<file path="config.mk">
export PLATFORM = sky130hd
export DESIGN_NAME = region_cfg_apb
export DESIGN_NICKNAME = d
export VERILOG_FILES = /design/src/hw/core_mem_pkg.sv /design/src/hw/region_cfg_apb.sv
export SDC_FILE = /design/constraint.sdc
export NUM_CORES = 1
export LEC_CHECK = 0
export ABC_AREA = 1
export BUFFER_PORTS_ARGS = -buffer_cell sky130_fd_sc_hd__buf_2
export CORE_MARGIN = 2
export CORE_UTILIZATION = 50
export CTS_CLUSTER_SIZE = 12
export DETAILED_ROUTE_END_ITERATION = 10
export PLACE_DENSITY = 0.88
export SETUP_SLACK_MARGIN = 0.05
export SYNTH_ARGS = -nofsm -noshare
export SYNTH_HDL_FRONTEND = slang
export SYNTH_SLANG_ARGS = --single-unit
</file>
<file path="constraint.sdc">
create_clock -name clk_i -period 1.8 [get_ports clk_i]
set_input_delay 0.36 -clock clk_i [delete_from_list [all_inputs] [get_ports clk_i]]
set_output_delay 0.36 -clock clk_i [all_outputs]
set_load 0.1 [all_outputs]
</file>
<file path="src/hw/core_mem_pkg.sv">
// Shared constants, payload structs, APB structs and enums
// for the cluster memory port.

package core_mem_pkg;

  // Memory map and datapath sizes.
  localparam int unsigned NUM_REGION   = 2;
  localparam int unsigned ADDR_W       = 32;
  localparam int unsigned DATA_W       = 32;
  localparam int unsigned BE_W         = DATA_W / 8;
  localparam int unsigned BANK_WORDS   = 256;
  localparam int unsigned REGION_IDX_W = (NUM_REGION > 1) ? $clog2(NUM_REGION) : 1;
  localparam int unsigned BYTE_OFFS_W  = $clog2(BE_W);  // Byte offset inside a word.
  localparam int unsigned WORD_IDX_W   = $clog2(BANK_WORDS);

  // APB register port.
  localparam int unsigned APB_ADDR_W = 8;
  localparam int unsigned APB_DATA_W = 32;
  localparam int unsigned REG_STRIDE = 4;  // Bytes between per-region registers.

  typedef logic [ADDR_W-1:0]       addr_t;
  typedef logic [DATA_W-1:0]       data_t;
  typedef logic [REGION_IDX_W-1:0] region_idx_t;
  typedef logic [APB_ADDR_W-1:0]   apb_addr_t;
  typedef logic [APB_DATA_W-1:0]   apb_data_t;

  localparam apb_addr_t REG_CTRL       = 8'h00;  // Bit 0 is the port enable.
  localparam apb_addr_t REG_START_BASE = 8'h10;
  localparam apb_addr_t REG_END_BASE   = 8'h20;

  // Response opcode.
  typedef enum logic {
    OPC_OK  = 1'b0,  // A region was hit.
    OPC_ERR = 1'b1   // Address matched no region.
  } rsp_opc_e;

  // Demux response tracking.
  typedef enum logic {
    IDLE     = 1'b0,
    RESPONSE = 1'b1  // A response is owed this cycle.
  } demux_state_e;

  // Core request payload; wen high means read.
  typedef struct packed {
    addr_t           addr;
    logic            wen;
    data_t           data;
    logic [BE_W-1:0] be;
  } core_req_t;

  // Core response payload.
  typedef struct packed {
    data_t    data;
    rsp_opc_e opc;
  } core_rsp_t;

  // APB requester side.
  typedef struct packed {
    logic      psel;
    logic      penable;
    logic      pwrite;
    apb_addr_t paddr;
    apb_data_t pwdata;
  } apb_req_t;

  // APB completer side.
  typedef struct packed {
    logic      pready;
    apb_data_t prdata;
    logic      pslverr;
  } apb_rsp_t;

endpackage

</file>
<file path="src/hw/region_cfg_apb.sv">
// APB register block: port enable, clear pulse and
// start/end bounds of each memory region.

`timescale 1ns/1ps

module region_cfg_apb (
  input  logic                                              clk_i,
  input  logic                                              rst_ni,
  input  core_mem_pkg::apb_req_t                            apb_req_i,
  output core_mem_pkg::apb_rsp_t                            apb_rsp_o,
  output logic                                              enable_o,
  output logic                                              clear_o,
  output core_mem_pkg::addr_t [core_mem_pkg::NUM_REGION-1:0] region_start_o,
  output core_mem_pkg::addr_t [core_mem_pkg::NUM_REGION-1:0] region_end_o
);

  logic                                  access;     // APB access phase.
  logic                                  wr_access;
  logic                                  hit_ctrl;
  logic                                  hit_any;
  logic [core_mem_pkg::NUM_REGION-1:0]   hit_start;
  logic [core_mem_pkg::NUM_REGION-1:0]   hit_end;
  core_mem_pkg::apb_data_t               rdata;
  logic                                  enable_q;
  core_mem_pkg::addr_t [core_mem_pkg::NUM_REGION-1:0] start_q;
  core_mem_pkg::addr_t [core_mem_pkg::NUM_REGION-1:0] end_q;

  assign access    = apb_req_i.psel & apb_req_i.penable;
  assign wr_access = access & apb_req_i.pwrite;
  assign hit_ctrl  = (apb_req_i.paddr == core_mem_pkg::REG_CTRL);

  // Per-region bound offsets.
  always_comb begin : decode
    for (int unsigned i = 0; i < core_mem_pkg::NUM_REGION; i++) begin
      hit_start[i] = (apb_req_i.paddr == core_mem_pkg::apb_addr_t'(
                      core_mem_pkg::REG_START_BASE + core_mem_pkg::REG_STRIDE * i));
      hit_end[i]   = (apb_req_i.paddr == core_mem_pkg::apb_addr_t'(
                      core_mem_pkg::REG_END_BASE + core_mem_pkg::REG_STRIDE * i));
    end
  end

  // Readback; undefined offsets read as zero.
  always_comb begin : read_mux
    rdata   = '0;
    hit_any = hit_ctrl;
    if (hit_ctrl) begin
      rdata = {{(core_mem_pkg::APB_DATA_W-1){1'b0}}, enable_q};
    end
    for (int unsigned i = 0; i < core_mem_pkg::NUM_REGION; i++) begin
      if (hit_start[i]) begin
        rdata   = core_mem_pkg::apb_data_t'(start_q[i]);
        hit_any = 1'b1;
      end
      if (hit_end[i]) begin
        rdata   = core_mem_pkg::apb_data_t'(end_q[i]);
        hit_any = 1'b1;
      end
    end
  end

  always_ff @(posedge clk_i or negedge rst_ni) begin : regs
    if (!rst_ni) begin
      enable_q <= 1'b0;
      start_q  <= '0;  // All regions start out empty.
      end_q    <= '0;
    end else if (wr_access) begin
      if (hit_ctrl) begin
        enable_q <= apb_req_i.pwdata[0];
      end
      for (int unsigned i = 0; i < core_mem_pkg::NUM_REGION; i++) begin
        if (hit_start[i]) start_q[i] <= core_mem_pkg::addr_t'(apb_req_i.pwdata);
        if (hit_end[i])   end_q[i]   <= core_mem_pkg::addr_t'(apb_req_i.pwdata);
      end
    end
  end

  assign apb_rsp_o.pready  = 1'b1;  // Zero wait states.
  assign apb_rsp_o.prdata  = rdata;
  assign apb_rsp_o.pslverr = access & ~hit_any;

  // Pulses in the access cycle, so the demux is flushed at the same edge.
  assign clear_o        = wr_access & hit_ctrl;
  assign enable_o       = enable_q;
  assign region_start_o = start_q;
  assign region_end_o   = end_q;

endmodule

</file>
### Yosys cells after proc, flatten, opt, wreduce, memory -nomap -nowiden

Index checks and enable logic that the tools add are counted.

| storage, ports and cells | value |
|---|---|
| ROM bits | 0 |
| RAM bits | 0 |
| word-level logic and storage cells | 29 |
| register bits | 129 |
| memories kept | 0 |
| input bits | 45 |
| bits in latches | 0 |
| output and inout port bits | 164 |

| operators by class | value |
|---|---|
| bitwise gates (word level) | 5 |
| $lt $le $gt $ge | 0 |
| reductions and logical operators | 6 |
| divide/modulo/power cells | 0 |
| $add $sub $neg | 0 |
| eq/ne operators | 4 |
| shift-type cells | 0 |
| multiply operators | 0 |
| mux-type cells | 9 |

Operators by type and width:

| kind | number |
|---|---|
| $mux W32 | 4 |
| $eq A8 B5 Y1 const B | 2 |
| $eq A8 B6 Y1 const B | 2 |
| $reduce_and A2 Y1 | 5 |
| $logic_not A8 Y1 | 1 |
| $mux W1 | 5 |
| $and A1 B1 Y1 | 4 |
| $not A1 Y1 | 1 |

### Logic depth before layout (Yosys ltp)

Gate-level depths: netlist of the first run.

| depth | value |
|---|---|
| depth after elaboration | 7 |
| gate-level depth with buffers | 9 |
| mapped depth without buffers | 8 |

### Worst setup path after synthesis of the first run

No wires, ideal clock.

| timing path | value |
|---|---|
| path type | input port to output port |
| from | in apb_req_i[35] in the netlist's numbering |
| to | out apb_rsp_o[0] in the netlist's numbering |
| path buffers | 0 |
| cell stages on the path | 8 |
| path slack | -723 ps |
| data required time | 1440 ps |
| arrival | 2163 ps |
| path through | nor2_1 > nand2_1 > inv_2 > nand2_1 > inv_2 > nor2_1 > nand2_1 > nor2_1 |

RTL lines:

| element | line | RTL |
|---|---|---|
| from (decl) | region_cfg_apb.sv:9 | `input core_mem_pkg::apb_req_t apb_req_i,` |
| to (decl) | region_cfg_apb.sv:10 | `output core_mem_pkg::apb_rsp_t apb_rsp_o,` |

==> results of run 1 <==
logic make-up (layout without fill, tap and decap cells):
group                  count (synthesis)  after routing
AO/OA/AOI/OAI                        129            129
buffers and inverters                 87            334
flip-flops                           129            129
other                                  1              1
AND/OR/NAND/NOR                      323            323
cells in the final DEF (no fill, tap or decap), types with 3 or more instances in the layout:
cell	count
nand2_1	167
buf_2	164
o21ai_1	81
dfrtp_1	80
nand3_1	64
buf_12	56
dfrtp_2	49
inv_1	36
nand4_1	31
o21ai_2	31
nand2_2	29
clkbuf_16	18
o21ai_0	17
buf_4	15
buf_6	14
nand2_4	12
nor2_4	6
inv_2	5
nor2_2	4
clkbuf_1	4
clkbuf_8	4
buf_16	4
buf_8	4
nor2_1	3
clkinv_2	3
final timing paths:
kind | startpoint | endpoint | cells after the start
setup / recovery | apb_req_i[35] | apb_rsp_o[6] | 9
hold / removal | apb_req_i[30] | region_end_o[62]$_DFFE_PN0P_ | 3
setup reg to reg | enable_o$_DFFE_PN0P_ | enable_o$_DFFE_PN0P_ | 2
hold reg to reg | region_start_o[50]$_DFFE_PN0P_ | region_start_o[50]$_DFFE_PN0P_ | 2
max in group asynchronous | rst_ni | region_end_o[25]$_DFFE_PN0P_ | 3
min in group asynchronous | rst_ni | region_end_o[1]$_DFFE_PN0P_ | 2
power groups by stage:
| stage | Combinational [uW] | Clock, uW | Sequential (uW) |
|---|---|---|---|
| 6_report | 765 | 3400 | 2990 |
| 5_1_grt | 802 | 3570 | 2990 |
| 4_1_cts | 753 | 3400 | 2990 |
| 3_5_place_dp | 713 | 0 | 3030 |
| 3_3_place_gp | 701 | 0 | 3030 |
| 2_1_floorplan | 158 | 0 | 3350 |
metrics by stage:
stage	hold slack (ns)	setup slack, ns	utilization	setup TNS, ns
after global placement	0.332	-0.144	0.696	-3.42
after global routing	0.259	-0.189	0.792	-5.24
after CTS	0.238	-0.179	0.785	-3.92
final	0.244	-0.150	0.792	-3.69
after floorplan	0.0644	-0.482	-	-13.46
after detailed placement	0.334	-0.163	0.696	-4.50
flip-flops by register name, summed over array words and instances, names as in the netlist:
signal,cells
enable_o,1
region_end_o,64
region_start_o,64
critical path: cells and delay by family:
family        cells  cell delay (ns)
simple gates      5             0.60
buf+inv           4             0.63
cell type report:
cell class | instances | area [um^2]
clock buffer | 25 | 495
clock inverter | 6 | 82.6
inverter | 44 | 201
multi-input combinational | 453 | 2420
fill | 731 | 2380
tap | 143 | 179
timing repair buffer | 259 | 2420
sequential | 129 | 3290
routing by layer:
metal  vias to the layer above  wire length, um
li1                       2705                -
met1                      2981             7680
met2                       412            10800
met3                        63             1560
met4                         0              643
met5                         -                0
what timing repair did:
item / in CTS / in global routing
hold buffers: 1 / 0
gates resized for setup: 65 / 27
setup endpoints to repair: 34 / 34
gates cloned: 4 / 1
pin swaps: 39 / 18
hold endpoints to repair: 28 / 0
setup buffers: 12 / 1
==> flow_metrics.tcl, run 1 <==
set metrics [dict create \
    gr-usage-met2 0.559 \
    criticalPathCategory "primary input to output pin" \
    grt_use_met3 0.0707 \
    grt_util_all_layers 0.325 \
    dp_cells 1012 \
    clkTransAtPathRegs_ns 0.05 \
    dr.first_iter.drc_count 721 \
    drive_gt1_frac 0.471 \
    critPathCaptureType "output pin" \
    maxCapViolCount 0 \
    yosysTopAreaCell "dfrtp_1" \
    grt_max_degree 55 \
    grt_pass1_vias 6098 \
    yosys.area_share.simple 0.245 \
    p_leak_uw 0.00469 \
    cts_max_level 4 \
    nets 949 \
    clock_path_buffers 2 \
    synth.area.top_cells "dfrtp_1, nand2_1, o21ai_1" \
    ant_nets 0 \
    synthCells 669 \
    io_pins 209 \
    wl_um 20600 \
    syn_avg_cell_area_um2 8.78 \
    final_area_mm2 0.00908 \
    ys_seq_area_frac 0.549 \
    worstMarginPinSlew_ns 0.535 \
    crit_fanout 5 \
    power.total_uw 7160 \
    synth.area.mux_share 0 \
    areaGrowthSynthToFinish_pct 54.6 \
    synth_top_family_by_area "simple AND/OR/NAND/NOR gates" \
    avgRoutedWirePerCell_um 19.5 \
    io_buffers 207 \
    post-route-min-period_ns 1.95 \
    synth_edf_count 0 \
    vias 6161 \
    slew-limit-headroom 0.646 \
    clock-root-buffer "clkbuf_16" \
    slowest_stage "nor3_4" \
    synth_compound_area_frac 0.130 \
    comb_power_share 0.107 \
    start_util 0.512 \
    grt_pass1_wl_um 32000 \
    rrSetupSlack_ns 1.03 \
    rsz0062_at_grt "yes" \
    postSynth.asyncResetShare 1.00 \
    arrival_ns 1.59 \
    synth_warnings 0 \
    yosysUniqueCellTypes 23 \
    pwr-share-seq 0.418 \
    die_area_mm2 0.0126 \
    clock-sinks 129 \
    hold_path.class "primary input to flip-flop" \
    switching_power_uw 1860 \
    outcome "complete, but fails checks" \
    violations "setup timing" \
    drc 0 \
    finClkSkew_ns 0 \
    max_stage_delay_ns 0.21 \
    syn-cell-area_mm2 0.00588 \
    tritoncts "done" \
    clock_power_share 0.475 \
    intPower_uw 5290 \
    worstPathCellList "buf_8 > nor2_4 > nand2_4 > nor3_4 > buf_6 > buf_8 > nand2_4 > nand4_1 > buf_12" \
    synthFlopType "dfrtp_1" \
    synth_fp_nets 714 \
    synth_xor_area_frac 0 \
    setup_viol 34 \
    firstDrtPassIters 5 \
    place_area_mm2 0.00798 \
    fin_cells 1059 \
    post-dp-hpwl_um 12600 \
    worstPathRequired_ns 1.44 \
    viasPerCell 5.82 \
    synth_most_common_cell "nand2_1" \
    antenna_found_initial 0 \
    switching_share 0.260 \
    cts_buffers 17 \
    diodes 0 \
    clock_latency_ns 0.41 \
    grt.overflow.total 0 \
    p_per_area_mw_per_mm2 788 \
    die_w_um 112 \
    core_area_mm2 0.0115 \
    ir_drop_mv 0.580 \
    num_rows 39 \
    synth-seq-cells 129 \
    post-route-period-util 1.08 \
    finalHoldViolCount 0 \
    place_congestion 0.809 \
    final_max_slew_viol_count 0 \
    busiest_layer "met2" \
    finalWorstSetupSlack_ns -0.150 \
    die_y_um 112 \
    yosysTopAreaCellShare 0.549 \
    synthAdderAreaFrac 0 \
    fmax_ghz 0.513 \
    grtUsageMet1 0.392 \
    synth_commonest_cells "nand2_1, dfrtp_1, o21ai_1" \
    startpoint_type "primary input" \
]
Power figures use the tool's default switching activity.
==> run 2: changes to the inputs <==
SETUP_SLACK_MARGIN = not set   (was 0.05)
TNS_END_PERCENT = 50   (was not set)
==> run 2 against run 1 <==
  * The run still ends with setup timing left
  * First-iteration DRC count shrank 15%
  * Worst setup slack gained 0.035 ns
  * Sequential share of layout area grew 0.93 points
  * Critical path depth is 1 lower
  * Cell count fell by 0.85%
  * Sequential power about the same
  * Fmax grew 1.8%
  * Global-route usage is 2.7 points lower
  * Non-clock buffer count decreased by 10
  * Clock skew unchanged
  * Combinational power down 2%
  * Largest cell class unchanged
==> flow_metrics.tcl, run 2 (synthesis results as in run 1) <==
set metrics [dict create \
    drc 0 \
    post-route-period-util 1.06 \
    maxCapViolCount 0 \
    diodes 0 \
    die_y_um 112 \
    rrSetupSlack_ns 1.08 \
    grt.overflow.total 0 \
    final_area_mm2 0.00871 \
    grt_pass1_vias 5892 \
    die_area_mm2 0.0126 \
    place_congestion 0.883 \
    wl_um 19100 \
    final_common_cell "nand2_1" \
    io_buffers 207 \
    hold_path.class "primary input to flip-flop" \
    fmax_ghz 0.522 \
    final_max_slew_viol_count 0 \
    dr.first_iter.drc_count 610 \
    antenna_found_initial 0 \
    finClkSkew_ns 0 \
    outcome "complete, but fails checks" \
    arrival_ns 1.55 \
    critPathCaptureType "output pin" \
    whs_ns 0.249 \
    clkTransAtPathRegs_ns 0.05 \
    viasPerCell 5.72 \
    drive_gt1_frac 0.387 \
    areaGrowthSynthToFinish_pct 48.2 \
    io_pins 209 \
    worstMarginPinSlew_ns 0.523 \
    final_core_utilization 0.759 \
    num_rows 39 \
    die_w_um 112 \
    final_cell_mix "nand2_1, buf_2, dfrtp_1, o21ai_1, nand3_1" \
    finalHoldViolCount 0 \
    start_util 0.512 \
    grt_max_degree 55 \
    firstDrtPassIters 5 \
    crit_fanout 13 \
    grt_util_all_layers 0.298 \
    clock-root-buffer "clkbuf_16" \
    core_area_mm2 0.0115 \
    place_area_mm2 0.00783 \
    startpoint_type "primary input" \
    criticalPathCategory "primary input to output pin" \
    hold_path_depth 3 \
    tritoncts "done" \
    vias 6004 \
    rsz0062_at_grt "yes" \
    cts_max_level 4 \
    setup_tns_ns -2.60 \
    pre_cts_ws_ns -0.144 \
    r2r.worst_path.cells 2 \
    ant_nets 0 \
    ir_drop_mv 0.600 \
    clock_latency_ns 0.41 \
    post-dp-hpwl_um 12700 \
    grt_pass1_wl_um 29600 \
    setup_viol 33 \
    p_per_area_mw_per_mm2 799 \
    nets 939 \
    finalWorstSetupSlack_ns -0.115 \
    post-route-min-period_ns 1.91 \
    clock_path_buffers 2 \
    avgRoutedWirePerCell_um 18.2 \
    clock-sinks 129 \
    p_leak_uw 0.00452 \
    worstPathRequired_ns 1.44 \
    slew-limit-headroom 0.654 \
    violations "setup timing" \
    cts_buffers 17 \
]
run 2: power breakdown:
part | switching, uW | internal (uW)
clock | 1220 | 1990
sequential | 39.0 | 2950
combinational | 587 | 165
total | 1850 | 5100
run 2: timing repair:
action	4_1_cts	5_1_grt
hold buffers	1	0
gates resized for setup	21	24
hold endpoints to repair	25	0
endpoints found under the setup margin	33	34
pin swaps	27	17
buffers inserted	4	1
gates cloned	3	1
run 2: through the flow:
step | total power (uW) | cells
2_1_floorplan | 3500 | 669
3_3_place_gp | 3730 | 1009
3_5_place_dp | 3740 | 1009
4_1_cts | 6960 | 1048
5_1_grt | 7180 | 1050
6_report | 6950 | 1050
run 2: area by class of cell:
class | instances | area (um^2)
fillers | 744 | 2760
clock buffers | 22 | 474
flip-flops and latches | 129 | 3230
clock inverters | 10 | 85.1
inverters | 44 | 195
multi-input cells | 453 | 2310
well taps | 143 | 179
repair buffers | 249 | 2230
run 2: routing by layer:
| layer | track usage | routed length, um | vias to the layer above |
|---|---|---|---|
| met5 | 0 | 0 | - |
| met4 | 0.148 | 776 | 0 |
| met3 | 0.0664 | 1500 | 79 |
| met2 | 0.502 | 9680 | 371 |
| met1 | 0.362 | 7180 | 2880 |
| li1 | - | - | 2674 |
run 2: worst paths after layout:
kind | start | endpoint
worst max-delay path | apb_req_i[34] | apb_rsp_o[28]
worst min-delay path | apb_req_i[26] | region_end_o[58]$_DFFE_PN0P_
worst max register to register | region_start_o[50]$_DFFE_PN0P_ | region_start_o[50]$_DFFE_PN0P_
worst min register to register | region_start_o[41]$_DFFE_PN0P_ | region_start_o[41]$_DFFE_PN0P_
max in group asynchronous | rst_ni | region_start_o[56]$_DFFE_PN0P_
min in group asynchronous | rst_ni | region_end_o[61]$_DFFE_PN0P_
run 2: critical path, cell delays in order:
cell,delay [ns]
buf_4,0.12
nor2_4,0.10
nand2_4,0.09
nor3_4,0.21
buf_6,0.20
nand2_1,0.07
nand4_1,0.17
buf_12,0.20
==> run 3: changes to the inputs <==
--- a/config.mk
+++ b/config.mk
@@ -11,4 +11,6 @@
 export CORE_UTILIZATION = 50
+export CTS_BUF_LIST = sky130_fd_sc_hd__clkbuf_4 sky130_fd_sc_hd__clkbuf_8 sky130_fd_sc_hd__clkbuf_16
 export CTS_CLUSTER_SIZE = 12
 export DETAILED_ROUTE_END_ITERATION = 10
+export HOLD_SLACK_MARGIN = 0.1
 export PLACE_DENSITY = 0.88
--- a/constraint.sdc
+++ b/constraint.sdc
@@ -3,2 +3,2 @@
 set_output_delay 0.36 -clock clk_i [all_outputs]
-set_load 0.1 [all_outputs]
+set_load 0.005 [all_outputs]
==> run 3 against run 2 <==
  * The run still ends with setup timing left
  * Via count decreased by 2.6%
  * Fmax is 3.3% higher
  * Cell count fell by 0.19%
  * Global-route usage shrank 0.99 points
  * Routed wire length increased by 2.4%
  * First-iteration DRC count up 0.82%
  * Core utilization decreased by 3.4 points
  * Worst setup slack better by 0.061 ns
  * Hold slack got worse by 0.016 ns
==> flow_metrics.tcl, run 3 (synthesis results as in run 1) <==
set metrics [dict create \
    finClkSkew_ns 0 \
    arrival_ns 1.49 \
    tritoncts "done" \
    whs_ns 0.233 \
    dr.first_iter.drc_count 615 \
    cts_max_level 4 \
    crit_fanout 7 \
    place_area_mm2 0.00721 \
    drc 0 \
    post-route-min-period_ns 1.85 \
    diodes 0 \
    clock_latency_ns 0.43 \
    clock_path_buffers 2 \
    p_leak_uw 0.00456 \
    maxCapViolCount 0 \
    hold_path.class "primary input to flip-flop" \
    ir_drop_mv 1.29 \
    startpoint_type "primary input" \
    multiInputGateArea_mm2 0.00235 \
    highest_layer "met4" \
    finalHoldViolCount 0 \
    start_util 0.512 \
    grt_pass1_vias 5516 \
    ant_nets 0 \
    io_pins 209 \
    met2WireLength_um 9800 \
    fmax_ghz 0.540 \
    wl_um 19600 \
    fillCellCount 804 \
    criticalPathCategory "primary input to output pin" \
    avgRoutedWirePerCell_um 18.7 \
    wl_met1_um 7610 \
    final_max_slew_viol_count 0 \
    io_buffers 207 \
    post-route-period-util 1.03 \
    cts_buffers 17 \
    core_area_mm2 0.0115 \
    setup_tns_ns -0.0905 \
    finalWorstSetupSlack_ns -0.0535 \
    die_w_um 112 \
    regArea_mm2 0.00323 \
    critPathCaptureType "output pin" \
    outcome "complete, but fails checks" \
    final_common_cell "buf_2" \
    final_cell_mix "buf_2, nand2_1, dfrtp_1, o21ai_1, nand3_1" \
    rsz0062_at_grt "yes" \
    grt_max_degree 68 \
    violations "setup timing" \
    worstPathRequired_ns 1.44 \
    die_area_mm2 0.0126 \
    clock-sinks 129 \
    place_congestion 0.844 \
    nets 937 \
    die_y_um 112 \
    post-dp-hpwl_um 11600 \
    firstDrtPassIters 7 \
    vias 5846 \
    final_area_mm2 0.00832 \
    antenna_found_initial 0 \
    areaGrowthSynthToFinish_pct 41.6 \
    p_per_area_mw_per_mm2 857 \
    grt_pass1_wl_um 28400 \
    drive_gt1_frac 0.396 \
    clock-root-buffer "clkbuf_16" \
    grt.overflow.total 0 \
    routed-wl-met3_um 1790 \
    setup_viol 3 \
    grt_util_all_layers 0.288 \
    final_core_utilization 0.725 \
    viasPerCell 5.58 \
    clkTransAtPathRegs_ns 0.06 \
    num_rows 39 \
]
-- run 3: cell types whose count changed in the layout (fill, tap and decap cells not counted), sizes merged --
| cell | change |
|---|---|
| clkbuf | +4 |
| buf | -7 |
| inv | -1 |
| clkinvlp | -3 |
| clkinv | +2 |
| bufinv | +4 |
| bufbuf | -1 |
-- run 3: final cells by class --
| type | instances | area share |
|---|---|---|
| multi-input cells | 453 | 0.283 |
| clock inverters | 12 | 0.0226 |
| well taps | 143 | 0.0215 |
| repair buffers | 247 | 0.209 |
| clock buffers | 20 | 0.0546 |
| flip-flops and latches | 129 | 0.388 |
| inverters | 44 | 0.0211 |
-- run 3: metrics by stage --
step	worst slack [ns]	cells	total power [uW]
global placement	-0.0501	1001	3360
global route	-0.0954	1048	7340
CTS	-0.0000453	1034	7110
floorplan	0.186	669	3150
finish	-0.0535	1048	7130
detailed placement	-0.0557	1001	3370
-- run 3: power breakdown --
part / switching [uW] / internal (uW)
Combinational: 239 / 146
Clock: 1250 / 2500
Sequential: 40.2 / 2950
Total: 1530 / 5600
-- run 3: per-layer routing --
| layer | GRT usage | vias up |
|---|---|---|
| li1 | - | 2670 |
| met3 | 0.0821 | 38 |
| met2 | 0.466 | 351 |
| met1 | 0.370 | 2787 |
| met4 | 0.110 | 0 |
| met5 | 0 | - |
-- run 3: path summary, 6_finish.rpt --
check                                               start                              to  slack (ns)  cells past startpoint
setup / recovery                            apb_req_i[39]                   apb_rsp_o[13]       -0.05                     10
hold / removal                              apb_req_i[28]    region_end_o[60]$_DFFE_PN0P_        0.23                      3
setup reg to reg              region_end_o[3]$_DFFE_PN0P_     region_end_o[3]$_DFFE_PN0P_        1.08                      2
hold reg to reg            region_start_o[26]$_DFFE_PN0P_  region_start_o[26]$_DFFE_PN0P_        0.51                      2
max in group asynchronous                          rst_ni  region_start_o[55]$_DFFE_PN0P_        0.97                      3
min in group asynchronous                          rst_ni   region_start_o[5]$_DFFE_PN0P_        0.28                      2
-- run 3: critical path: stages --
cell and delay, ns:
buf_6 0.10, inv_4 0.05, nand2_4 0.08, nor2_4 0.18
nand2_2 0.11, clkinv_4 0.13, clkbuf_16 0.19, nand2_2 0.06
nand4_1 0.09, buf_2 0.14
-- run 3: repair_timing --
action / 4_1_cts / 5_1_grt
buffers inserted: 0 / 5
hold buffers: 1 / 0
cloned: 0 / 9
hold endpoints to repair: 129 / 0
pin swaps: 1 / 23
endpoints found under the setup margin: 23 / 33
gates resized for setup: 6 / 54
