<file path="src/hw/core_mem_pkg.sv">
// Shared constants, payload structs, APB structs and enums
// for the cluster memory port.

package core_mem_pkg;

  // Memory map and datapath sizes.
  localparam int unsigned NUM_REGION   = 2;
  localparam int unsigned ADDR_W       = 32;
  localparam int unsigned DATA_W       = 32;
  localparam int unsigned BE_W         = DATA_W / 8;
  localparam int unsigned BANK_WORDS   = 256;
  localparam int unsigned REGION_IDX_W = (NUM_REGION > 1) ? $clog2(NUM_REGION) : 1;
  localparam int unsigned BYTE_OFFS_W  = $clog2(BE_W);  // Byte offset inside a word.
  localparam int unsigned WORD_IDX_W   = $clog2(BANK_WORDS);

  // APB register port.
  localparam int unsigned APB_ADDR_W = 8;
  localparam int unsigned APB_DATA_W = 32;
  localparam int unsigned REG_STRIDE = 4;  // Bytes between per-region registers.

  typedef logic [ADDR_W-1:0]       addr_t;
  typedef logic [DATA_W-1:0]       data_t;
  typedef logic [REGION_IDX_W-1:0] region_idx_t;
  typedef logic [APB_ADDR_W-1:0]   apb_addr_t;
  typedef logic [APB_DATA_W-1:0]   apb_data_t;

  localparam apb_addr_t REG_CTRL       = 8'h00;  // Bit 0 is the port enable.
  localparam apb_addr_t REG_START_BASE = 8'h10;
  localparam apb_addr_t REG_END_BASE   = 8'h20;

  // Response opcode.
  typedef enum logic {
    OPC_OK  = 1'b0,  // A region was hit.
    OPC_ERR = 1'b1   // Address matched no region.
  } rsp_opc_e;

  // Demux response tracking.
  typedef enum logic {
    IDLE     = 1'b0,
    RESPONSE = 1'b1  // A response is owed this cycle.
  } demux_state_e;

  // Core request payload; wen high means read.
  typedef struct packed {
    addr_t           addr;
    logic            wen;
    data_t           data;
    logic [BE_W-1:0] be;
  } core_req_t;

  // Core response payload.
  typedef struct packed {
    data_t    data;
    rsp_opc_e opc;
  } core_rsp_t;

  // APB requester side.
  typedef struct packed {
    logic      psel;
    logic      penable;
    logic      pwrite;
    apb_addr_t paddr;
    apb_data_t pwdata;
  } apb_req_t;

  // APB completer side.
  typedef struct packed {
    logic      pready;
    apb_data_t prdata;
    logic      pslverr;
  } apb_rsp_t;

endpackage

</file>
<file path="src/hw/mem_demux.sv">
// Memory-map demultiplexer: region decode, address rebase,
// request routing, response selection and unmapped-access errors.

`timescale 1ns/1ps

module mem_demux (
  input  logic                                                 clk_i,
  input  logic                                                 rst_ni,
  input  logic                                                 clear_i,
  input  logic                                                 enable_i,
  input  core_mem_pkg::addr_t     [core_mem_pkg::NUM_REGION-1:0] region_start_i,
  input  core_mem_pkg::addr_t     [core_mem_pkg::NUM_REGION-1:0] region_end_i,
  input  logic                                                 req_valid_i,
  input  core_mem_pkg::core_req_t                              req_i,
  output logic                                                 gnt_o,
  output logic                                                 rsp_valid_o,
  output core_mem_pkg::core_rsp_t                              rsp_o,
  output logic                    [core_mem_pkg::NUM_REGION-1:0] bank_req_valid_o,
  output core_mem_pkg::core_req_t [core_mem_pkg::NUM_REGION-1:0] bank_req_o,
  input  logic                    [core_mem_pkg::NUM_REGION-1:0] bank_gnt_i,
  input  logic                    [core_mem_pkg::NUM_REGION-1:0] bank_rsp_valid_i,
  input  core_mem_pkg::core_rsp_t [core_mem_pkg::NUM_REGION-1:0] bank_rsp_i
);

  core_mem_pkg::demux_state_e state_d, state_q;
  core_mem_pkg::region_idx_t  region_d, region_q;
  logic                       hit;         // Some region matched.
  logic                       unmapped_q;  // Owed response is an error.
  logic                       transfer;

  // Half-open range check, the last match (highest index) wins.
  always_comb begin : decode
    hit      = 1'b0;
    region_d = '0;
    for (int unsigned i = 0; i < core_mem_pkg::NUM_REGION; i++) begin
      if ((req_i.addr >= region_start_i[i]) && (req_i.addr < region_end_i[i])) begin
        hit      = 1'b1;
        region_d = core_mem_pkg::region_idx_t'(i);
      end
    end
  end

  // Every bank sees the payload rebased to its own region start.
  always_comb begin : rebase
    for (int unsigned i = 0; i < core_mem_pkg::NUM_REGION; i++) begin
      bank_req_o[i]      = req_i;
      bank_req_o[i].addr = req_i.addr - region_start_i[i];
    end
  end

  always_comb begin : route
    bank_req_valid_o = '0;
    if (req_valid_i && enable_i && hit) begin
      bank_req_valid_o[region_d] = 1'b1;
    end
  end

  // Unmapped requests are granted here, mapped ones by the bank.
  assign gnt_o    = enable_i & req_valid_i & (hit ? bank_gnt_i[region_d] : 1'b1);
  assign transfer = req_valid_i & gnt_o;

  // At most one response is owed, always in the next cycle.
  assign state_d = transfer ? core_mem_pkg::RESPONSE : core_mem_pkg::IDLE;

  always_ff @(posedge clk_i or negedge rst_ni) begin : fsm_seq
    if (!rst_ni) begin
      state_q <= core_mem_pkg::IDLE;
    end else if (clear_i) begin
      state_q <= core_mem_pkg::IDLE;
    end else begin
      state_q <= state_d;
    end
  end

  always_ff @(posedge clk_i or negedge rst_ni) begin : target_ff
    if (!rst_ni) begin
      region_q   <= '0;
      unmapped_q <= 1'b0;
    end else if (clear_i) begin
      region_q   <= '0;
      unmapped_q <= 1'b0;
    end else if (transfer) begin
      region_q   <= region_d;
      unmapped_q <= ~hit;
    end
  end

  always_comb begin : rsp_sel
    rsp_valid_o = 1'b0;
    rsp_o       = '0;
    rsp_o.opc   = core_mem_pkg::OPC_OK;
    case (state_q)
      core_mem_pkg::RESPONSE: begin
        if (unmapped_q) begin
          rsp_valid_o = 1'b1;
          rsp_o.data  = '0;  // Error carries no data.
          rsp_o.opc   = core_mem_pkg::OPC_ERR;
        end else begin
          rsp_valid_o = bank_rsp_valid_i[region_q];
          rsp_o       = bank_rsp_i[region_q];
        end
      end
      default: begin
        rsp_valid_o = 1'b0;
      end
    endcase
  end

endmodule

</file>
<file path="config.mk">
export PLATFORM = sky130hd
export DESIGN_NAME = mem_demux
export DESIGN_NICKNAME = d
export VERILOG_FILES = /design/src/hw/core_mem_pkg.sv /design/src/hw/mem_demux.sv
export SDC_FILE = /design/constraint.sdc
export NUM_CORES = 1
export LEC_CHECK = 0
export ABC_AREA = 1
export BUFFER_PORTS_ARGS = -buffer_cell sky130_fd_sc_hd__buf_2
export CORE_AREA = 2 2 174 176
export CTS_CLUSTER_DIAMETER = 200
export DETAILED_ROUTE_END_ITERATION = 8
export DIE_AREA = 0 0 176 178
export GPL_TIMING_DRIVEN = 0
export PLACE_DENSITY = 0.59
export SYNTH_ARGS = -nofsm -noshare
export SYNTH_HDL_FRONTEND = slang
export SYNTH_SLANG_ARGS = --single-unit
</file>
<file path="constraint.sdc">
create_clock -name clk_i -period 2.65 [get_ports clk_i]
set_clock_uncertainty 0.2 [all_clocks]
set_input_delay 0.1325 -clock clk_i [delete_from_list [all_inputs] [get_ports clk_i]]
set_output_delay 0.1325 -clock clk_i [all_outputs]
set_load 0.02 [all_outputs]
</file>
# [Word level (Yosys, flattened, before mapping)]
# Index checks and enable logic that the tools add are counted.
[word_totals] ram_bits=0 latchBits=0 mem_bits_ro=0 ff_bits=3 memories=0 inputBits=272
[classes] n_bitwise=4 n_div=0 n_eq_ne=0 multipliers=0 n_mux=23 shift=0 order_cmp=7 addsub=2 n_reduce_logical=6
[op_table] cell="2-to-1 mux 33 bit" count=4
[op_table] cell="greater-or-equal comparator 32 bit" count=2
[op_table] cell="less-than comparator 32 bit" count=2
[op_table] cell="subtractor 32 bit" count=2
[op_table] cell="2-to-1 mux 1 bit" count=17
[op_table] cell="logical AND 1 bit" count=5
[op_table] cell="less-than comparator 1 x 2 -> 1 bit, second input constant" count=2
[op_table] cell="AND 1 bit" count=3
[op_table] cell="2-to-1 mux 2 bit" count=1
[op_table] cell="nonzero test 2 bit" count=1
[op_table] cell="demux 1 bit (select 1 bit)" count=1
[op_table] cell="greater-or-equal comparator 1 bit, second input constant" count=1
[op_table] cell="inverter 1 bit" count=1

# [Longest topological paths before layout]
# Gate-level depths: netlist (run 1).
[logic_depth] word_depth=10 ltp_mapped=19 depth_no_buf=19

# [Least setup slack after synthesis (run 1)]
# OpenSTA, ideal clock, no wires.
[synth_path] path_kind="in2out" from="input port req_i[37] in the netlist's numbering" to="output port bank_req_valid_o[0] in the netlist's numbering" cell_stages=16 t_arrival_ns=2.009 slack_ns=0.309 cell_sequence="inv_1 -> ha_1 -> fa_1 -> inv_1 -> nand2_1 -> nand2_1 -> nand3b_1 -> nand2_1 -> nand2_1 -> nand3_1 -> nand2_1 -> nand2_1 -> nand2_1 -> nor2_2 -> inv_1 -> nor3_1"
[synth_via] elab_chain_cells=8
[synth_rtl] element="start, declared" line_no="mem_demux.sv:14" text="input core_mem_pkg::core_req_t req_i,"
[synth_rtl] element="greater-or-equal comparator 32 bit or less-than comparator 32 bit (tied branches)" line_no="mem_demux.sv:36" text="if ((req_i.addr >= region_start_i[i]) && (req_i.addr < region_end_i[i])) begin"
[synth_rtl] element="logical AND 1 bit" line_no="mem_demux.sv:36"
[synth_rtl] element="2-to-1 mux 1 bit" line_no="mem_demux.sv:36"
[synth_rtl] element="less-than comparator 1 x 2 -> 1 bit (implied by the code) or greater-or-equal comparator 1 bit (tied branches)" line_no="mem_demux.sv:54" text="bank_req_valid_o[region_d] = 1'b1;"
[synth_rtl] element="logical AND 1 bit (implied by the code)" line_no="mem_demux.sv:54"
[synth_rtl] element="2-to-1 mux 1 bit (implied by the code)" line_no="mem_demux.sv:54"
[synth_rtl] element="demux 1 bit (select 1 bit)" line_no="mem_demux.sv:54"
[synth_rtl] element="2-to-1 mux 2 bit (*)" line_no="mem_demux.sv:53" text="if (req_valid_i && enable_i && hit) begin"
[synth_rtl] element="end, declared" line_no="mem_demux.sv:18" text="output logic [core_mem_pkg::NUM_REGION-1:0] bank_req_valid_o,"
# Mark *: on every way between the ends. The rest lies on a longest branch, timed or not.

==> reports/metrics.csv, run 1 <==
stage,metric,value,unit
detailed_routing,Post-Route WL,32700,um
floorplan,die width,176,um
detailed_routing,# DRC,0,
detailed_routing,routed length on met1,11600,um
pwr,Sw Share,57.0,%
floorplan,core area,0.0294,mm2
grt,first-pass GRT wire length,46200,um
pwr,internal power,1.16,mW
sta,fin crit share,95.2,%
run_status,status,"finished, final reports clean",
pwr,combinational fraction of design power,89.3,%
sta,max-slew violations,0,
floorplan,die height,178,um
grt,initial antenna violation count,13,
grt,gr usage total,19.4,%
synthesis,Synth Instances,1179,
synthesis,"Top FF cell, synth",dfrtp_1,
setup_path,crit start category,primary input,
sta,hold_ws,0.0678,ns
grt,largest net degree at the start of global routing,11,
sta,"Hold Vio Cnt, Final",0,
final_layout,design area,0.00976,mm2
grt,number of global-route vias before repair,8569,
clock_network,CTS tree,done,
detailed_routing,drt wl/cell,16.4,um
clock_network,CTS Buf Count,3,
detailed_routing,WL met3,2010,um
synthesis,Mapped Area,0.00686,mm2
synthesis,syn_area_per_cell,5.82,um2
clock_network,Sink Count,3,
sta,max_slew headroom,68.0,%
final_layout,Area Growth Syn to Fin,42.2,%
clock_network,root buf cell,clkbuf_16,
pwr,sequential share of power,1.9,%
synthesis,most numerous cell in the Yosys netlist,inv_1,
setup_path,R2R setup slack,1.31,ns
floorplan,Die Footprint,0.0313,mm2
synthesis,"area leader, netlist",ha_1,
detailed_routing,Top Layer Used,met5,
sta,Achievable Freq,396,MHz
floorplan,initial core utilization,23.3,%
pwr,Leak,5.97,nW
setup_path,peak fanout along the critical path,4,
clock_network,clock buffer depth,2,
sta,clock period minus worst slack,2.52,ns
detailed_routing,Avg Vias per Cell,4.43,
final_layout,multi-input logic area,0.00544,mm2
synthesis,Netlist cell types,46,
pwr,net switching power figure,1.55,mW
final_layout,Final #Nets,2005,
min_path,Hold Crit Class,primary input to asynchronous set/reset pin,
setup_path,cells along the critical path,"buf_2, inv_2, ha_2, fa_2, inv_1, nand2_1, a21oi_2, a21oi_2, o21ai_2, buf_4, nand4_1, o2111ai_1, xor2_1, buf_2",
synthesis,Synth top area share,23.0,%
floorplan,# IOs,447,
detailed_routing,via count,8866,
clock_network,clk slew on worst S/H paths,0.03,ns
final_layout,Reg area,75.1,um2
placement,Post-DP Area,0.00940,mm2
placement,Routability Congestion,0.967,
placement,Post-DP HPWL,30000,um
pwr,VDD IR max,0.128,mV
synthesis,main area contributors after synthesis,"ha_1 (23%), inv_1 (13%), nand2_1 (13%)",
clock_network,CTS H-Tree Depth,1,
setup_path,Worst R2R End,region_q,
setup_path,r2r worst-path depth,4,
setup_path,CP endpoint kind,output pin,
setup_path,crit path from,req_i[37],
sta,RSZ-0062 raised after global routing,yes,
synthesis,"Seq/Total Area, Yosys",1.09,%
final_layout,post-layout util,33.2,%
sta,final setup fails,0,
synthesis,Post-synth EDFFs,0,
synthesis,Yosys reg bits,3,
synthesis,synthesis warning total,0,
setup_path,Critical Path End,bank_req_o[63],
setup_path,Critical Path RT,2.32,ns
detailed_routing,final antenna-violating net count,0,
final_layout,fill count,3330,
sta,worst slew pin tran,0.476,ns
detailed_routing,drt first-iter violations,332,
grt,grt ovf,0,
pwr,Clock Power Share,8.9,%
setup_path,Crit path largest cell delay,0.35,ns
setup_path,Worst Path Arrival,2.19,ns
setup_path,RR Startpoint,region_q,
synthesis,share of flip-flops with an asynchronous set or reset,100,%
synthesis,Syn Nets,1579,
placement,PortBufs,409,
floorplan,row count,63,
pwr,PD cells,278,mW/mm2
final_layout,share of layout cells above drive strength 1,35.3,%
setup_path,crit path max-delay cell type,fa_2,
clock_network,worst skew pair latency,0.22,ns
synthesis,Synth top cells by count,"inv_1 (236), nand2_1 (231), nor2_1 (143)",
setup_path,CP Class,primary input to output pin,
detailed_routing,DR WL met2,17800,um
flow_run,MaxCap Viol Count,0,
detailed_routing,First-pass DRT Iterations,5,
## routing by layer
layer | up-vias | GRT usage (%)
met5 | - | 0
met4 | 2 | 6.37
met3 | 68 | 2.98
met2 | 336 | 40.4
met1 | 3910 | 19.4
li1 | 4550 | -
## cell usage in the layout (no fill, tap or decap), types with 3 or more instances in the layout
cell type / instances
buf_2: 402
inv_1: 232
nand2_1: 221
nor2_1: 142
ha_1: 122
buf_4: 87
a21oi_1: 84
xor2_1: 41
nor3_1: 40
o21ai_0: 26
nand3_1: 25
nand2_2: 17
o21bai_1: 15
nand4_1: 15
a21o_1: 13
xnor2_1: 13
inv_2: 10
a21oi_2: 7
o21a_1: 7
clkbuf_1: 7
diode_2: 6
nor2_4: 5
a31oi_1: 5
a221oi_1: 4
o2111ai_1: 4
clkbuf_4: 4
nor4_1: 3
buf_1: 3
ha_2: 3
clkbuf_16: 3
dfrtp_1: 3
## power by group through the flow
stage | registers (mW) | logic, mW | clock network (mW)
finish | 0.0506 | 2.42 | 0.240
global route | 0.0509 | 2.66 | 0.248
detailed placement | 0.0512 | 2.35 | 0
CTS | 0.0507 | 2.39 | 0.243
floorplan | 0.0506 | 1.49 | 0
global placement | 0.0509 | 2.34 | 0
## final cells by class
| type | count | share of cell area, % |
|---|---|---|
| sequential | 3 | 0.769 |
| antenna | 6 | 0.154 |
| timing repair buffer | 421 | 22.2 |
| clock buffer | 4 | 0.808 |
| tap | 390 | 5.00 |
| inverter | 242 | 9.31 |
| buffer | 84 | 6.11 |
| multi-input combinational | 850 | 55.7 |
## cell families (layout without fill, tap and decap cells)
logic type               Yosys count  after routing  share of synthesized area, %
flip-flops                         3              3                          1.09
adder cells (fa/ha/maj)          128            128                          23.6
AND/OR/NAND/NOR                  483            483                          29.9
AO/OA/AOI/OAI                    181            181                          16.1
XOR/XNOR                          56             56                          7.15
multiplexers                       2              2                         0.328
other                              0              6                             0
buffers and inverters            326            751                          21.9
## worst max-delay path: cells and delay by family
| kind | cells | cell delay, ns |
|---|---|---|
| AND/OR/NAND/NOR | 2 | 0.14 |
| AO/OA/AOI/OAI | 4 | 0.58 |
| adder cells (fa/ha/maj) | 2 | 0.54 |
| XOR/XNOR | 1 | 0.22 |
| buffers and inverters | 5 | 0.55 |
## sequential cells by signal, summed over array words and instances, names as in the netlist
name,cells
unmapped_q,1
state_q,1
region_q,1
## timing repair
item | in CTS | in global routing
hold buffers | 2 | 0
setup endpoints to repair | 11 | 16
pin swaps | 4 | 10
setup buffers | 3 | 7
hold endpoints to repair | 4 | 0
resized for setup | 16 | 34
## metrics by stage
| stage | setup slack [ns] | instances | total power, mW | TNS [ns] |
|---|---|---|---|---|
| floorplan | 0.309 | 1179 | 1.54 | 0 |
| global placement | -0.149 | 1978 | 2.39 | -0.667 |
| detailed placement | -0.131 | 1978 | 2.40 | -0.741 |
| CTS | 0.0216 | 1987 | 2.68 | 0 |
| global route | -0.0468 | 1999 | 2.96 | -0.110 |
| finish | 0.128 | 2000 | 2.71 | 0 |
## worst min-delay path by stage
stage / slack, ns / to / startpoint / cells past startpoint
finish: 0.07 / unmapped_q / rst_ni / 2
global route: 0.08 / unmapped_q / rst_ni / 2
CTS: 0.07 / unmapped_q / rst_ni / 2
detailed placement: -0.27 / unmapped_q / rst_ni / 1
global placement: -0.27 / state_q / rst_ni / 1
floorplan: -0.36 / region_q / rst_ni / 0
(Power assumes the default switching activity.)
==> run 2: changes to the inputs <==
--- a/config.mk
+++ b/config.mk
@@ -13,6 +13,7 @@
 export DIE_AREA = 0 0 176 178
 export GPL_TIMING_DRIVEN = 0
 export PLACE_DENSITY = 0.59
+export RECOVER_POWER = 100
 export SYNTH_ARGS = -nofsm -noshare
 export SYNTH_HDL_FRONTEND = slang
 export SYNTH_SLANG_ARGS = --single-unit
==> constraint.sdc (replaced) <==
create_clock -name clk_i -period 2.8 [get_ports clk_i]
set_clock_uncertainty 0.2 [all_clocks]
set_input_delay 0.14 -clock clk_i [delete_from_list [all_inputs] [get_ports clk_i]]
set_output_delay 0.14 -clock clk_i [all_outputs]
set_load 0.02 [all_outputs]
==> run 2 against run 1 <==
- cell count fell by 0.45%
- sequential cell count did not move
- non-clock buffer count fell by 9
- register-to-register slack improved by 0.14 ns
- count of clock-buffer cells in the layout did not move
- sequential power fell by 5.3%
- design area fell by 3.9%
- global-route usage barely moved
- first-iteration DRC count fell by 7.8%
- critical path depth did not move
- total power fell by 9.8%
- clock power fell by 5%
- highest routed layer unchanged
==> reports/metrics.csv, run 2 (synthesis results as in run 1) <==
stage,metric,value,unit
detailed_routing,Post-Route WL,32600,um
setup_path,R2R setup slack,1.45,ns
detailed_routing,via count,8779,
pwr,VDD IR max,0.121,mV
pwr,sequential share of power,2.0,%
clock_network,worst skew pair latency,0.22,ns
sta,RSZ-0062 raised after global routing,yes,
clock_network,CTS tree,done,
sta,setup total negative slack,0,ns
detailed_routing,drt first-iter violations,306,
grt,grt ovf,0,
sta,"Hold Vio Cnt, Final",0,
detailed_routing,drt wl/cell,16.4,um
clock_network,clock buffer depth,2,
sta,final setup fails,0,
pwr,"Power, Total",2.44,mW
grt,initial antenna violation count,13,
grt,number of global-route vias before repair,8524,
floorplan,die height,178,um
placement,Routability Congestion,0.967,
floorplan,Die Footprint,0.0313,mm2
sta,max-slew violations,0,
grt,first-pass GRT wire length,46000,um
detailed_routing,WL met3,1980,um
pwr,internal power,998,uW
final_layout,"commonest non-fill, non-tap cell in the layout",buf_2,
setup_path,crit path from,req_i[37],
detailed_routing,final antenna-violating net count,0,
pwr,Sw Share,59.1,%
pwr,net switching power figure,1.44,mW
placement,PortBufs,409,
setup_path,cells along the critical path,"buf_2, inv_1, ha_2, fa_2, inv_1, nand2_1, a21oi_2, a21oi_2, o21ai_2, a21o_1, nand4_1, nand2_1, xor2_1, buf_4",
clock_network,root buf cell,clkbuf_16,
setup_path,RR Startpoint,region_q,
detailed_routing,First-pass DRT Iterations,4,
sta,fin crit share,94.4,%
placement,post-placement setup slack,0.00375,ns
final_layout,"commonest cells after routing, fill and taps aside","buf_2 (244), inv_1 (236), nand2_1 (228)",
floorplan,row count,63,
sta,clock period minus worst slack,2.64,ns
clock_network,CTS H-Tree Depth,1,
pwr,Clock Power Share,9.3,%
sta,hold_ws,0.0877,ns
grt,gr usage total,19.4,%
clock_network,Sink Count,3,
min_path,Hold Crit Class,primary input to asynchronous set/reset pin,
setup_path,r2r worst-path depth,4,
final_layout,Final #Nets,1996,
run_status,status,"finished, final reports clean",
sta,post-route setup slack,0.157,ns
detailed_routing,DR WL met2,17800,um
setup_path,"CP delay by family, top",compound AO/OA/AOI/OAI gates,
setup_path,Worst Path Buf+Inv,4,
setup_path,Critical Path RT,2.46,ns
setup_path,crit path max-delay cell type,fa_2,
sta,Achievable Freq,378,MHz
grt,largest net degree at the start of global routing,11,
floorplan,die width,176,um
detailed_routing,Top Layer Used,met5,
clock_network,CTS Buf Count,3,
clock_network,clk slew on worst S/H paths,0.03,ns
floorplan,initial core utilization,23.3,%
setup_path,crit start category,primary input,
flow_run,MaxCap Viol Count,0,
setup_path,CP Class,primary input to output pin,
placement,Post-DP HPWL,30000,um
setup_path,Worst Path Arrival,2.30,ns
sta,worst slew pin tran,0.485,ns
sta,max_slew headroom,67.4,%
floorplan,core area,0.0294,mm2
final_layout,Area Growth Syn to Fin,36.6,%
floorplan,# IOs,447,
pwr,PD cells,260,mW/mm2
setup_path,Crit path largest cell delay,0.35,ns
setup_path,peak fanout along the critical path,4,
setup_path,CP endpoint kind,output pin,
pwr,Leak,5.44,nW
detailed_routing,routed length on met1,11600,um
detailed_routing,Avg Vias per Cell,4.41,
setup_path,Worst R2R End,region_q,
final_layout,top flop regs,"region_q x1, state_q x1, unmapped_q x1",
detailed_routing,# DRC,0,
final_layout,share of layout cells above drive strength 1,23.8,%
pwr,combinational fraction of design power,88.7,%
[run 2: cell types whose count changed in the layout (fill, tap and decap cells not counted), sizes merged]
cell,previous run,this run
buf,493,324
clkbuf,14,174
[run 2: routing by layer]
| layer | GRT usage, % | up-vias |
|---|---|---|
| li1 | - | 4535 |
| met1 | 19.4 | 3876 |
| met2 | 40.4 | 305 |
| met3 | 3.01 | 61 |
| met4 | 6.13 | 2 |
| met5 | 0 | - |
[run 2: layout make-up]
cell class              count  area (um2)
diodes                      6        15.0
plain buffers              84         597
clock buffers               4        78.8
fillers                  3427       20000
inverters                 242         908
multi-input cells         850        5330
flip-flops and latches      3        75.1
well taps                 390         488
repair buffers            412        1890
[run 2: how the worst max path moves through the flow]
stage | end | depth (start not counted)
4_1_cts | bank_req_o[136] | 15
2_1_floorplan | bank_req_valid_o[0] | 16
6_report | bank_req_o[67] | 14
5_1_grt | bank_req_o[129] | 17
3_5_place_dp | bank_req_o[67] | 14
3_3_place_gp | bank_req_o[67] | 14
[run 2: stage by stage]
step	cell area [um2]	util, %	cells
6_report	9380	31.9	1991
2_1_floorplan	6860	-	1179
3_3_place_gp	9400	32.0	1978
4_1_cts	9510	32.3	1985
3_5_place_dp	9400	32.0	1978
5_1_grt	9380	31.9	1990
[run 2: what timing repair did]
| action | in CTS | in global routing |
|---|---|---|
| pin swaps | 1 | 3 |
| setup buffers | 1 | 0 |
| gates resized for setup | 1 | 17 |
| endpoints found under the setup margin | 2 | 12 |
| endpoints found under the hold margin | 4 | 0 |
| hold buffers | 2 | 0 |
[run 2: power by group through the flow]
stage | combinational, mW | sequential, mW | clock (mW)
after detailed placement | 2.22 | 0.0484 | 0
after CTS | 2.24 | 0.0480 | 0.230
final | 2.17 | 0.0479 | 0.227
after floorplan | 1.41 | 0.0479 | 0
after global placement | 2.21 | 0.0482 | 0
after global routing | 2.40 | 0.0482 | 0.235
==> run 3: changes to the inputs <==
==> constraint.sdc (replaced) <==
create_clock -name clk_i -period 3 [get_ports clk_i]
set_clock_uncertainty 0.2 [all_clocks]
set_input_delay 0.15 -clock clk_i [delete_from_list [all_inputs] [get_ports clk_i]]
set_output_delay 0.15 -clock clk_i [all_outputs]
set_load 0.02 [all_outputs]
==> run 3 against run 2 <==
- highest routed layer unchanged
- largest cell class unchanged
- hold slack gained 0.010 ns
- die area is the same
- clock power shrank 7%
- sequential power shrank 6.7%
- register-to-register slack gained 0.20 ns
- setup slack lost 0.035 ns
- utilization shrank 0.29 points
- total power shrank 7.6%
==> reports/metrics.csv, run 3 (synthesis results as in run 1) <==
stage,metric,value,unit
sta,max-slew violations,0,
setup_path,CP Class,primary input to output pin,
sta,fin crit share,95.9,%
setup_path,cells along the critical path,"buf_2, inv_1, ha_1, fa_1, inv_1, nand2_1, a21oi_2, a21oi_1, o21ai_2, a21o_1, nand4_1, nand2_1, xor2_1, clkbuf_2",
grt,number of global-route vias before repair,8511,
detailed_routing,Avg Vias per Cell,4.42,
sta,RSZ-0062 raised after global routing,no,
pwr,PD cells,243,mW/mm2
setup_path,R2R setup slack,1.65,ns
floorplan,row count,63,
detailed_routing,via count,8802,
clock_network,"Setup Fix Bufs, Post-CTS",0,
clock_network,clock buffer depth,2,
placement,Routability Congestion,0.967,
setup_path,crit path max-delay cell type,fa_1,
setup_path,"CP delay by family, top",compound AO/OA/AOI/OAI gates,
setup_path,Crit path largest cell delay,0.41,ns
clock_network,CTS tree,done,
setup_path,RR Startpoint,region_q,
detailed_routing,# DRC,0,
pwr,Leak,5.42,nW
detailed_routing,drt first-iter violations,280,
setup_path,peak fanout along the critical path,4,
placement,PortBufs,409,
sta,final setup fails,0,
grt,first-pass GRT wire length,46000,um
final_layout,"commonest cells after routing, fill and taps aside","buf_2 (243), inv_1 (236), nand2_1 (233)",
clock_network,clk slew on worst S/H paths,0.03,ns
floorplan,die height,178,um
detailed_routing,final antenna-violating net count,0,
clock_network,Sink Count,3,
setup_path,crit path from,req_i[37],
grt,largest net degree at the start of global routing,11,
final_layout,Final #Nets,1995,
clock_network,worst skew pair latency,0.22,ns
setup_path,crit start category,primary input,
grt,grt ovf,0,
clock_network,CTS Buf Count,3,
grt,initial antenna violation count,13,
sta,clock period minus worst slack,2.88,ns
setup_path,r2r worst-path depth,4,
setup_path,Worst R2R End,region_q,
min_path,Hold Crit Class,primary input to asynchronous set/reset pin,
floorplan,Die Footprint,0.0313,mm2
final_layout,"commonest non-fill, non-tap cell in the layout",buf_2,
sta,worst slew pin tran,0.485,ns
sta,"Hold Vio Cnt, Final",0,
placement,Post-DP HPWL,30000,um
final_layout,Area Growth Syn to Fin,35.4,%
placement,post-placement setup slack,0.184,ns
setup_path,Critical Path End,bank_req_o[67],
floorplan,# IOs,447,
clock_network,root buf cell,clkbuf_16,
final_layout,share of layout cells above drive strength 1,22.6,%
detailed_routing,Post-Route WL,32600,um
final_layout,top flop regs,"region_q x1, state_q x1, unmapped_q x1",
grt,gr usage total,19.4,%
sta,post-route setup slack,0.123,ns
setup_path,Worst Path Arrival,2.53,ns
flow_run,MaxCap Viol Count,0,
setup_path,Critical Path RT,2.65,ns
floorplan,initial core utilization,23.3,%
floorplan,core area,0.0294,mm2
setup_path,Crit. path cell count,14,
setup_path,CP endpoint kind,output pin,
sta,max_slew headroom,67.4,%
floorplan,die width,176,um
detailed_routing,First-pass DRT Iterations,5,
setup_path,Worst Path Buf+Inv,4,
sta,Achievable Freq,348,MHz
pwr,VDD IR max,0.112,mV
clock_network,CTS H-Tree Depth,1,
detailed_routing,drt wl/cell,16.4,um
run_status,status,"finished, final reports clean",
sta,setup total negative slack,0,ns
-- run 3: timing repair --
action	4_1_cts	5_1_grt
hold buffers	2	0
endpoints found under the hold margin	4	0
gates resized for setup	0	3
setup endpoints to repair	0	2
-- run 3: layout make-up --
cell class / instances / area, um2
fill: 3437 / 20100
multi-input combinational: 850 / 5260
timing repair buffer: 411 / 1870
inverter: 242 / 908
buffer: 84 / 597
tap: 390 / 488
clock buffer: 4 / 78.8
sequential: 3 / 75.1
antenna: 6 / 15.0
-- run 3: routing by layer --
metal / track usage (%) / part of all wire (%)
met5: 0 / 0.049
met4: 6.10 / 3.9
met3: 2.96 / 6.2
met2: 40.4 / 54
met1: 19.4 / 35
-- run 3: how the worst min path moves through the flow --
stage,from,to,cells after the start
after detailed placement,rst_ni,unmapped_q,1
after global routing,rst_ni,unmapped_q,2
after CTS,rst_ni,unmapped_q,2
after global placement,rst_ni,state_q,1
final,rst_ni,unmapped_q,2
after floorplan,rst_ni,region_q,0
-- run 3: per-stage QoR --
stage                     hold WS, ns  instance area (um2)  utilization [%]  power (mW)  std cells
after global placement         -0.252                 9400             32.0        2.11       1978
after global routing            0.125                 9290             31.6        2.48       1989
final                          0.0977                 9290             31.6        2.26       1990
after detailed placement       -0.248                 9400             32.0        2.12       1978
after CTS                      0.0886                 9500             32.3        2.34       1984
after floorplan                -0.346                 6860                -        1.36       1179
-- run 3: report_power, final --
part           internal [mW]  total [mW]  leakage [nW]  switching [mW]
Combinational          0.699        2.00          5.35            1.30
Sequential            0.0431      0.0447        0.0409         0.00160
Clock                  0.175       0.212        0.0382          0.0369
